==> src/hw/axil_ram_cfg.svh <==
// Build-time sizes for the dual-port AXI4-Lite RAM; include wherever the macros are needed
`ifndef AXIL_RAM_CFG_SVH
`define AXIL_RAM_CFG_SVH

// byte address width, sets the array depth
`define AXIL_RAM_ADDR_W 10

`define AXIL_RAM_DATA_W 32

// 1 adds a read output register on both ports
`define AXIL_RAM_PIPELINE_OUTPUT 0

`endif
==> src/hw/axil_ram_pkg.sv <==
// Shared bus and memory types for the dual-port RAM; import into any module that uses them
`include "axil_ram_cfg.svh"

package axil_ram_pkg;

    localparam int byte_lanes = `AXIL_RAM_DATA_W / 8;
    localparam int lane_bits = $clog2(byte_lanes);

    typedef logic [`AXIL_RAM_ADDR_W-1:0] axil_addr_t;
    typedef logic [`AXIL_RAM_DATA_W-1:0] axil_data_t;
    typedef logic [byte_lanes-1:0] axil_strb_t;
    typedef logic [1:0] axil_resp_t;
    typedef logic [`AXIL_RAM_ADDR_W-lane_bits-1:0] mem_index_t;

    localparam axil_resp_t resp_okay = 2'b00;

endpackage

==> src/hw/ram_port_if.sv <==
// One fixed-latency access port between a port controller and the shared word array
interface ram_port_if;
    import axil_ram_pkg::*;

    logic       wr_en;
    logic       rd_en;
    mem_index_t index;
    axil_data_t wdata;
    axil_strb_t wstrb;
    // valid the cycle after rd_en, held until the next read
    axil_data_t rdata;

    modport ctrl (output wr_en, rd_en, index, wdata, wstrb, input rdata);
    modport mem (input wr_en, rd_en, index, wdata, wstrb, output rdata);

endinterface

==> src/hw/axil_if.sv <==
// AXI4-Lite channel bundle; use one instance per direction with the matching modport pair
interface axil_if;
    import axil_ram_pkg::*;

    // write address, write data and write response
    axil_addr_t awaddr;
    logic       awvalid;
    logic       awready;
    axil_data_t wdata;
    axil_strb_t wstrb;
    logic       wvalid;
    logic       wready;
    axil_resp_t bresp;
    logic       bvalid;
    logic       bready;

    // read address and read data
    axil_addr_t araddr;
    logic       arvalid;
    logic       arready;
    axil_data_t rdata;
    axil_resp_t rresp;
    logic       rvalid;
    logic       rready;

    modport wr_slv (input awaddr, awvalid, wdata, wstrb, wvalid, bready,
                    output awready, wready, bresp, bvalid);
    modport wr_mst (output awaddr, awvalid, wdata, wstrb, wvalid, bready,
                    input awready, wready, bresp, bvalid);
    modport rd_slv (input araddr, arvalid, rready, output arready, rdata, rresp, rvalid);
    modport rd_mst (output araddr, arvalid, rready, input arready, rdata, rresp, rvalid);

endinterface

==> src/hw/axil_ram_port.sv <==
// AXI4-Lite slave controller for one RAM port; instantiate once per port in front of the core
module axil_ram_port #(
    parameter bit pipeline_output = 1'b0
) (
    input  logic     a_clk,
    input  logic     a_rst,
    axil_if.wr_slv   s_wr,
    axil_if.rd_slv   s_rd,
    ram_port_if.ctrl mem
);
    import axil_ram_pkg::*;

    logic wr_eligible;
    logic rd_eligible;
    logic wr_grant;
    logic rd_grant;
    logic stage_adv;
    logic out_free;

    mem_index_t aw_index;
    mem_index_t ar_index;

    logic last_read_reg;
    logic awready_reg;
    logic wready_reg;
    logic bvalid_reg;
    logic arready_reg;
    logic rvalid_reg;
    logic rvalid_pipe_reg;
    axil_data_t rdata_pipe_reg;

    // word index, byte offset bits dropped
    assign aw_index = mem_index_t'(s_wr.awaddr >> lane_bits);
    assign ar_index = mem_index_t'(s_rd.araddr >> lane_bits);

    // first stage empties when the master takes it or the pipe register is free
    assign stage_adv = s_rd.rready || (pipeline_output && !rvalid_pipe_reg);
    assign out_free = !rvalid_reg || stage_adv;

    assign wr_eligible = s_wr.awvalid && s_wr.wvalid && (!bvalid_reg || s_wr.bready)
                         && !awready_reg && !wready_reg;
    assign rd_eligible = s_rd.arvalid && out_free && !arready_reg;

    // alternate when both are waiting, write first after reset
    assign wr_grant = wr_eligible && (!rd_eligible || last_read_reg);
    assign rd_grant = rd_eligible && !wr_grant;

    always_ff @(posedge a_clk) begin
        if (a_rst) begin
            last_read_reg <= 1'b1;
            awready_reg <= 1'b0;
            wready_reg <= 1'b0;
            bvalid_reg <= 1'b0;
            arready_reg <= 1'b0;
            rvalid_reg <= 1'b0;
            rvalid_pipe_reg <= 1'b0;
        end else begin
            awready_reg <= wr_grant;
            wready_reg <= wr_grant;
            arready_reg <= rd_grant;

            if (wr_grant) begin
                last_read_reg <= 1'b0;
            end else if (rd_grant) begin
                last_read_reg <= 1'b1;
            end

            if (wr_grant) begin
                bvalid_reg <= 1'b1;
            end else if (s_wr.bready) begin
                bvalid_reg <= 1'b0;
            end

            if (rd_grant) begin
                rvalid_reg <= 1'b1;
            end else if (stage_adv) begin
                rvalid_reg <= 1'b0;
            end

            if (!rvalid_pipe_reg || s_rd.rready) begin
                rvalid_pipe_reg <= rvalid_reg;
            end
        end
    end

    // second output word, loaded alongside its valid flag
    always_ff @(posedge a_clk) begin
        if (!rvalid_pipe_reg || s_rd.rready) begin
            rdata_pipe_reg <= mem.rdata;
        end
    end

    assign mem.wr_en = wr_grant;
    assign mem.rd_en = rd_grant;
    assign mem.index = rd_grant ? ar_index : aw_index;
    assign mem.wdata = s_wr.wdata;
    assign mem.wstrb = s_wr.wstrb;

    assign s_wr.awready = awready_reg;
    assign s_wr.wready = wready_reg;
    assign s_wr.bresp = resp_okay;
    assign s_wr.bvalid = bvalid_reg;

    assign s_rd.arready = arready_reg;
    assign s_rd.rdata = pipeline_output ? rdata_pipe_reg : mem.rdata;
    assign s_rd.rresp = resp_okay;
    assign s_rd.rvalid = pipeline_output ? rvalid_pipe_reg : rvalid_reg;

endmodule

==> src/flat_wrapper.sv <==
// flat-port wrapper written by rule: the top's interface ports become plain ports
module axil_ram_port_flat import axil_ram_pkg::*;
#(
    parameter bit pipeline_output = 1'b0
)
  (a_clk, a_rst, s_wr_awaddr, s_wr_awvalid, s_wr_wdata, s_wr_wstrb, s_wr_wvalid, s_wr_bready, s_wr_awready, s_wr_wready, s_wr_bresp, s_wr_bvalid, s_rd_araddr, s_rd_arvalid, s_rd_rready, s_rd_arready, s_rd_rdata, s_rd_rresp, s_rd_rvalid, mem_wr_en, mem_rd_en, mem_index, mem_wdata, mem_wstrb, mem_rdata);
  axil_if s_wr_i ();
  axil_if s_rd_i ();
  ram_port_if mem_i ();
  input  logic a_clk;
  input  logic a_rst;
  input wire logic [$bits(s_wr_i.awaddr)-1:0] s_wr_awaddr;
  input wire logic [$bits(s_wr_i.awvalid)-1:0] s_wr_awvalid;
  input wire logic [$bits(s_wr_i.wdata)-1:0] s_wr_wdata;
  input wire logic [$bits(s_wr_i.wstrb)-1:0] s_wr_wstrb;
  input wire logic [$bits(s_wr_i.wvalid)-1:0] s_wr_wvalid;
  input wire logic [$bits(s_wr_i.bready)-1:0] s_wr_bready;
  output wire logic [$bits(s_wr_i.awready)-1:0] s_wr_awready;
  output wire logic [$bits(s_wr_i.wready)-1:0] s_wr_wready;
  output wire logic [$bits(s_wr_i.bresp)-1:0] s_wr_bresp;
  output wire logic [$bits(s_wr_i.bvalid)-1:0] s_wr_bvalid;
  input wire logic [$bits(s_rd_i.araddr)-1:0] s_rd_araddr;
  input wire logic [$bits(s_rd_i.arvalid)-1:0] s_rd_arvalid;
  input wire logic [$bits(s_rd_i.rready)-1:0] s_rd_rready;
  output wire logic [$bits(s_rd_i.arready)-1:0] s_rd_arready;
  output wire logic [$bits(s_rd_i.rdata)-1:0] s_rd_rdata;
  output wire logic [$bits(s_rd_i.rresp)-1:0] s_rd_rresp;
  output wire logic [$bits(s_rd_i.rvalid)-1:0] s_rd_rvalid;
  output wire logic [$bits(mem_i.wr_en)-1:0] mem_wr_en;
  output wire logic [$bits(mem_i.rd_en)-1:0] mem_rd_en;
  output wire logic [$bits(mem_i.index)-1:0] mem_index;
  output wire logic [$bits(mem_i.wdata)-1:0] mem_wdata;
  output wire logic [$bits(mem_i.wstrb)-1:0] mem_wstrb;
  input wire logic [$bits(mem_i.rdata)-1:0] mem_rdata;
  assign s_wr_i.awaddr = s_wr_awaddr;
  assign s_wr_i.awvalid = s_wr_awvalid;
  assign s_wr_i.wdata = s_wr_wdata;
  assign s_wr_i.wstrb = s_wr_wstrb;
  assign s_wr_i.wvalid = s_wr_wvalid;
  assign s_wr_i.bready = s_wr_bready;
  assign s_wr_awready = s_wr_i.awready;
  assign s_wr_wready = s_wr_i.wready;
  assign s_wr_bresp = s_wr_i.bresp;
  assign s_wr_bvalid = s_wr_i.bvalid;
  assign s_rd_i.araddr = s_rd_araddr;
  assign s_rd_i.arvalid = s_rd_arvalid;
  assign s_rd_i.rready = s_rd_rready;
  assign s_rd_arready = s_rd_i.arready;
  assign s_rd_rdata = s_rd_i.rdata;
  assign s_rd_rresp = s_rd_i.rresp;
  assign s_rd_rvalid = s_rd_i.rvalid;
  assign mem_wr_en = mem_i.wr_en;
  assign mem_rd_en = mem_i.rd_en;
  assign mem_index = mem_i.index;
  assign mem_wdata = mem_i.wdata;
  assign mem_wstrb = mem_i.wstrb;
  assign mem_i.rdata = mem_rdata;
  axil_ram_port #(.pipeline_output(pipeline_output)) u_core (.a_clk(a_clk), .a_rst(a_rst), .s_wr(s_wr_i), .s_rd(s_rd_i), .mem(mem_i));
endmodule
==> config.mk <==
export PLATFORM = sky130hd
export DESIGN_NAME = axil_ram_port_flat
export DESIGN_NICKNAME = d
export VERILOG_FILES = /design/src/hw/axil_ram_pkg.sv /design/src/hw/ram_port_if.sv /design/src/hw/axil_if.sv /design/src/hw/axil_ram_port.sv /design/src/flat_wrapper.sv
export VERILOG_INCLUDE_DIRS = /design/src /design/src/hw
export SDC_FILE = /design/constraint.sdc
export NUM_CORES = 1
export LEC_CHECK = 0
export BUFFER_PORTS_ARGS = -buffer_cell sky130_fd_sc_hd__clkbuf_2
export CAP_MARGIN = 5
export CORE_AREA = 2 2 71 73
export CTS_CLUSTER_DIAMETER = 60
export CTS_CLUSTER_SIZE = 30
export DETAILED_ROUTE_END_ITERATION = 10
export DIE_AREA = 0 0 73 75
export PLACE_DENSITY = 0.64
export SYNTH_ARGS = -nofsm -noshare
export SYNTH_HDL_FRONTEND = slang
export SYNTH_SLANG_ARGS = --single-unit
==> constraint.sdc <==
create_clock -name a_clk -period 3 [get_ports a_clk]
set_clock_uncertainty 0.1 [all_clocks]
set_input_delay 0.15 -clock a_clk [delete_from_list [all_inputs] [get_ports a_clk]]
set_output_delay 0.15 -clock a_clk [all_outputs]
set_load 0.01 [all_outputs]
==> results.py, run 1 <==
metrics = {
    "status": {
        "status": "completed",
    },
    "sta": {
        "fin_setup_tns_ns": 0,
        "period_needed_ns": 1.95,
        "worst_pin_slew_ns": 0.778,
        "setup_violations": 0,
        "rsz0062_at_grt": "false",
        "timing.final.crit_share_pct": 64.9,
        "setup_slack_ns": 1.05,
        "finalMaxSlewViolations": 0,
        "slew_headroom_pct": 48.0,
        "fmax_mhz": 513,
        "holdWs_ns": 0.0696,
        "hold_viol_final": 0,
    },
    "clocking": {
        "cts_max_level": 1,
        "cts_tree": "done",
        "numClockSinks": 5,
        "cts_hold_buf": 0,
        "clockBufferDepth": 2,
        "clk_latency_ns": 0.22,
        "cts_resized": 0,
        "cts_buffers": 3,
        "clk_pin_slew_ns": 0.04,
        "ctsRootBufferMaster": "clkbuf_8",
        "cts_setup_buffers": 0,
    },
    "global_route": {
        "grt_pass1_wl_um": 3120,
        "grt-ovfl-total": 0,
        "grt_start_max_net_pins": 13,
        "antenna_found_initial": 0,
        "track_usage_pct": 7.62,
        "grt_pass1_vias": 639,
    },
    "synthesis": {
        "ys_ff_latch": 5,
        "async_flop_share_pct": 0,
        "yosys.area.top_type_share_pct": 52.6,
        "ys_top_cells_by_count": "buf_4 (73), nand3_1 (8), nand4_1 (8), o21ai_0 (8), o211ai_2 (6)",
        "yosysSeqAreaShare_pct": 9.60,
        "syn_area_mm2": 0.00104,
        "yosysTopAreaCell": "buf_4",
        "synth_most_common_cell": "buf_4",
        "synth_edf_count": 0,
        "yosys_warnings": 0,
        "syn_inst": 137,
        "syn_avg_cell_area_um2": 7.61,
        "synthDistinctLibCells": 23,
        "yosys_most_used_dff": "dfxtp_1",
        "synth_area_leaders": "buf_4 (53%), dfxtp_1 (9.6%), o211ai_2 (7.2%), nand4_1 (4.8%), nand3_1 (3.8%)",
    },
    "finish": {
        "stdcell_area_um2": 756,
        "seq_area_um2": 100,
        "antennaDiodeCount": 0,
        "nFillCells": 530,
        "fin_util_pct": 16.2,
        "area_growth_pct": -27.5,
        "fin_nets": 196,
        "multiInputGateArea_um2": 358,
        "drive_gt1_share_pct": 49.0,
        "stdcell_count": 154,
    },
    "place": {
        "placed_area_um2": 711,
        "gp_congestion": 0.674,
        "pre_cts_ws_ns": 1.26,
        "io_buffers": 37,
        "post-place-cells": 150,
    },
    "critical_path": {
        "reg2reg_from": "u_core.s_rd.rvalid$_SDFFE_PP0P_",
        "cpMaxStageDelayCell": "nor2b_1",
        "crit_path_end_kind": "output port",
        "cp_slowest_stage_delay_ns": 0.64,
        "crit_arrival_ns": 1.70,
        "reg2reg_depth": 3,
        "cp_max_fo": 11,
        "start_kind": "flip-flop",
        "rr_endpoint": "u_core.s_wr.bvalid$_SDFFE_PP0P_",
        "path_cells": "nor2b_1 > o21ai_0 > o211ai_2 > clkbuf_2",
        "path_class": "flip-flop to output port",
        "rrSetupSlack_ns": 1.51,
        "cp.required_ns": 2.75,
    },
    "routing": {
        "dr.pass1.iters": 4,
        "vias_per_cell": 4.36,
        "drt_iter0_drc": 25,
        "vias": 671,
        "drt-total-wl_um": 2150,
        "ant_nets": 0,
        "drc": 0,
        "wl_per_cell_um": 14.0,
    },
    "hold_path": {
        "hold_depth": 2,
        "whs_endpoint": "u_core.s_wr.bvalid$_SDFFE_PP0P_",
        "hold_class": "input port to flip-flop",
        "hold_path_startpoint": "a_rst",
    },
    "power": {
        "power.density_mw_per_mm2": 400,
        "pwr-share-seq_pct": 25.4,
        "finalPower_uw": 302,
        "p_comb_share_pct": 34.2,
        "power.net_switching_uw": 95.1,
        "intPower_uw": 207,
        "swShare_pct": 31.5,
        "vdd.ir_drop.worst_v": 0.000138,
        "p_clk_share_pct": 40.4,
        "leakagePower_nw": 0.343,
    },
    "floorplanning": {
        "coreArea_mm2": 0.00466,
        "ios": 182,
        "dieArea_mm2": 0.00548,
        "rows": 25,
        "die_h_um": 75,
        "start_util_pct": 22.4,
        "die-width_um": 73,
    },
    "flow_run": {
        "max-cap-violations": 0,
    },
}
## power groups by stage
stage | registers (mW) | clock network, mW | logic (mW)
floorplan | 0.0765 | 0 | 0.164
global placement | 0.0775 | 0 | 0.104
detailed placement | 0.0777 | 0 | 0.106
CTS | 0.0768 | 0.126 | 0.106
global route | 0.0771 | 0.133 | 0.115
finish | 0.0766 | 0.122 | 0.103
## layout by cell type, fill, tap and decap left out, types with 2 or more instances in the layout
cell	instances
clkbuf_2	37
conb_1	4
o21ai_0	8
o211ai_2	6
clkbuf_8	3
nand4_1	8
o211ai_1	2
a21oi_1	2
nand3_1	8
dfxtp_1	5
nor2_1	2
nor2b_1	3
nand2b_1	3
## layout make-up
| class | count | area share (%) |
|---|---|---|
| sequential | 5 | 13.2 |
| tap | 54 | 8.94 |
| timing repair buffer | 37 | 24.5 |
| clock buffer | 4 | 5.96 |
| multi-input combinational | 54 | 47.4 |
## worst max-delay path by stage
stage | start | depth (start not counted) | endpoint | slack (ns)
after detailed placement | u_core.s_rd.rvalid$_SDFFE_PP0P_ | 4 | mem_index[3] | 1.26
after CTS | u_core.s_rd.rvalid$_SDFFE_PP0P_ | 4 | mem_index[3] | 1.03
after global routing | u_core.s_rd.rvalid$_SDFFE_PP0P_ | 4 | mem_index[3] | 0.90
after floorplan | u_core.s_wr.awready$_SDFF_PP0_ | 5 | mem_index[0] | 1.55
after global placement | u_core.s_rd.rvalid$_SDFFE_PP0P_ | 4 | mem_index[0] | 1.30
final | u_core.s_rd.rvalid$_SDFFE_PP0P_ | 4 | mem_index[5] | 1.05
## critical path: cells and delay by family (launching register included)
kind                   cells  cell delay (ns)
AOI/OAI and AO/OA          2             0.35
DFF                        1             0.33
buffers and inverters      1             0.16
and+or+nand+nor            1             0.64
## cells by family after synthesis
kind of cell | count (synthesis) | synth area share [%]
compound gates | 21 | 16.0
buf+inv | 81 | 57.1
other cells | 1 | 0.360
simple gates | 29 | 16.9
flops | 5 | 9.60
## layer usage
metal	wire length, um	track usage, %	vias to the layer above
met2	1040	13.0	50
met1	791	7.32	296
li1	-	-	313
met3	219	3.08	12
met5	0	0	-
met4	99	5.97	0
(Power assumes the default switching activity.)
==> run 2: changes to the inputs <==
CORE_AREA = 2 2 70 72   (was 2 2 71 73)
DIE_AREA = 0 0 72 74   (was 0 0 73 75)
PLACE_DENSITY = 0.69   (was 0.64)
clock period = 1.6 ns   (was 3 ns; I/O delays follow)
==> run 2 against run 1 <==
Routed wire length increased by 15%. Critical path depth unchanged. Sequential cell count unchanged. Cell count increased by 3.9%. Die area decreased by 2.7%. Sequential share of layout area decreased by 1.1 points. Largest cell class unchanged. Non-clock buffer count increased by 6. Largest power group unchanged.
==> results.py, run 2 (synthesis results as in run 1) <==
metrics = {
    "routing": {
        "drt_iter0_drc": 16,
        "wl_met1_um": 815,
        "ant_nets": 0,
        "wl_per_cell_um": 15.4,
        "met2_wirelength_um": 1230,
        "vias_per_cell": 4.51,
        "topRoutingLayerUsed": "met4",
        "dr.pass1.iters": 4,
        "drc": 0,
        "vias": 722,
        "drt-total-wl_um": 2470,
        "wl_met3_um": 246,
    },
    "place": {
        "post-place-cells": 155,
        "io_buffers": 37,
        "gp_congestion": 0.663,
        "pre_cts_ws_ns": 0.202,
        "placed_area_um2": 748,
    },
    "floorplanning": {
        "dieArea_mm2": 0.00533,
        "start_util_pct": 22.7,
        "die-width_um": 72,
        "die_h_um": 74,
        "ios": 182,
        "coreArea_mm2": 0.00460,
        "rows": 25,
    },
    "global_route": {
        "grt_pass1_wl_um": 3760,
        "antenna_found_initial": 0,
        "grt-ovfl-total": 0,
        "track_usage_pct": 9.20,
        "grt_start_max_net_pins": 13,
        "grt_pass1_vias": 812,
    },
    "power": {
        "finalPower_uw": 587,
        "leakagePower_nw": 0.373,
        "power.density_mw_per_mm2": 712,
        "vdd.ir_drop.worst_v": 0.000124,
    },
    "sta": {
        "timing.final.crit_share_pct": 95.7,
        "rsz0062_at_grt": "true",
        "setup_slack_ns": 0.0692,
        "hold_viol_final": 0,
        "finalMaxSlewViolations": 0,
        "period_needed_ns": 1.53,
        "fmax_mhz": 653,
        "setup_violations": 0,
    },
    "finish": {
        "drive_gt1_share_pct": 53.8,
        "area_growth_pct": -21.0,
        "fin_nets": 202,
        "nFillCells": 529,
        "multiInputGateArea_um2": 374,
        "stdcell_area_um2": 823,
        "mostFrequentLayoutCell": "clkbuf_2",
        "stdcell_count": 160,
        "seq_area_um2": 100,
        "layout_common_cells": "clkbuf_2 (36), nand3_1 (8), o21ai_0 (8), nand4_1 (8), o211ai_2 (6)",
        "antennaDiodeCount": 0,
    },
    "hold_path": {
        "whs_endpoint": "mem_wdata[12]",
        "hold_depth": 0,
        "hold_path_startpoint": "s_wr_wdata[12]",
        "hold_class": "input port to output port",
    },
    "critical_path": {
        "crit_arrival_ns": 1.35,
        "rrSetupSlack_ns": 0.32,
        "path_class": "flip-flop to output port",
        "start_kind": "flip-flop",
        "cp_max_fo": 12,
        "rr_endpoint": "u_core.s_rd.rvalid$_SDFFE_PP0P_",
        "reg2reg_from": "u_core.s_rd.rvalid$_SDFFE_PP0P_",
        "cp.required_ns": 1.42,
        "reg2reg_depth": 4,
        "crit_path_end_kind": "output port",
    },
    "flow_run": {
        "max-cap-violations": 0,
    },
    "clocking": {
        "clk_latency_ns": 0.22,
        "clockBufferDepth": 2,
        "numClockSinks": 5,
        "cts_tree": "done",
        "clk_pin_slew_ns": 0.03,
        "cts_max_level": 1,
        "cts_buffers": 3,
        "ctsRootBufferMaster": "clkbuf_8",
    },
    "status": {
        "status": "completed",
    },
}
## run 2: routing by layer
metal  up-vias  track usage [%]
met5         -                0
met4         0             8.81
met3        30             3.12
met2        54             16.0
met1       316             8.40
li1        322                -
## run 2: cell type report
| type | instances | share of cell area [%] |
|---|---|---|
| well taps | 54 | 8.21 |
| multi-input cells | 54 | 45.4 |
| repair buffers | 43 | 28.7 |
| flip-flops and latches | 5 | 12.2 |
| clock buffers | 4 | 5.47 |
## run 2: worst max-delay path: stages (launching register included)
cell      delay (ns)
dfxtp_1         0.30
and3b_1         0.24
and3_4          0.31
o211ai_1        0.13
buf_2           0.15
## run 2: per-stage QoR
stage	setup TNS [ns]	hold slack (ns)	util (%)
final	0	0.0600	17.9
after global routing	-0.0698	0.0600	17.9
after CTS	0	0.0601	17.5
after detailed placement	0	0.0601	16.3
after global placement	0	0.0601	16.3
after floorplan	0	0.0491	-
## run 2: worst max path at each step
stage                                        start      endpoint  slack (ns)  depth (start not counted)
floorplan           u_core.s_wr.awready$_SDFF_PP0_  mem_index[0]        0.22                          5
global placement    u_core.s_rd.arready$_SDFF_PP0_     mem_wr_en        0.24                          4
detailed placement  u_core.s_rd.arready$_SDFF_PP0_     mem_wr_en        0.20                          4
CTS                 u_core.s_wr.awready$_SDFF_PP0_  mem_index[7]        0.03                          4
global route        u_core.s_rd.arready$_SDFF_PP0_  mem_index[1]       -0.03                          4
finish              u_core.s_wr.awready$_SDFF_PP0_  mem_index[7]        0.07                          4
## run 2: power breakdown
part / internal (mW) / switching (mW)
clock network: 0.171 / 0.0578
logic: 0.0975 / 0.119
registers: 0.134 / 0.00712
total: 0.402 / 0.184
## run 2: timing repair
action | CTS | global route
endpoints found under the hold margin | 1 | 0
setup buffers | 0 | 0
endpoints found under the setup margin | 7 | 4
hold buffers | 1 | 0
resized for setup | 1 | 5
pin swaps | 0 | 1
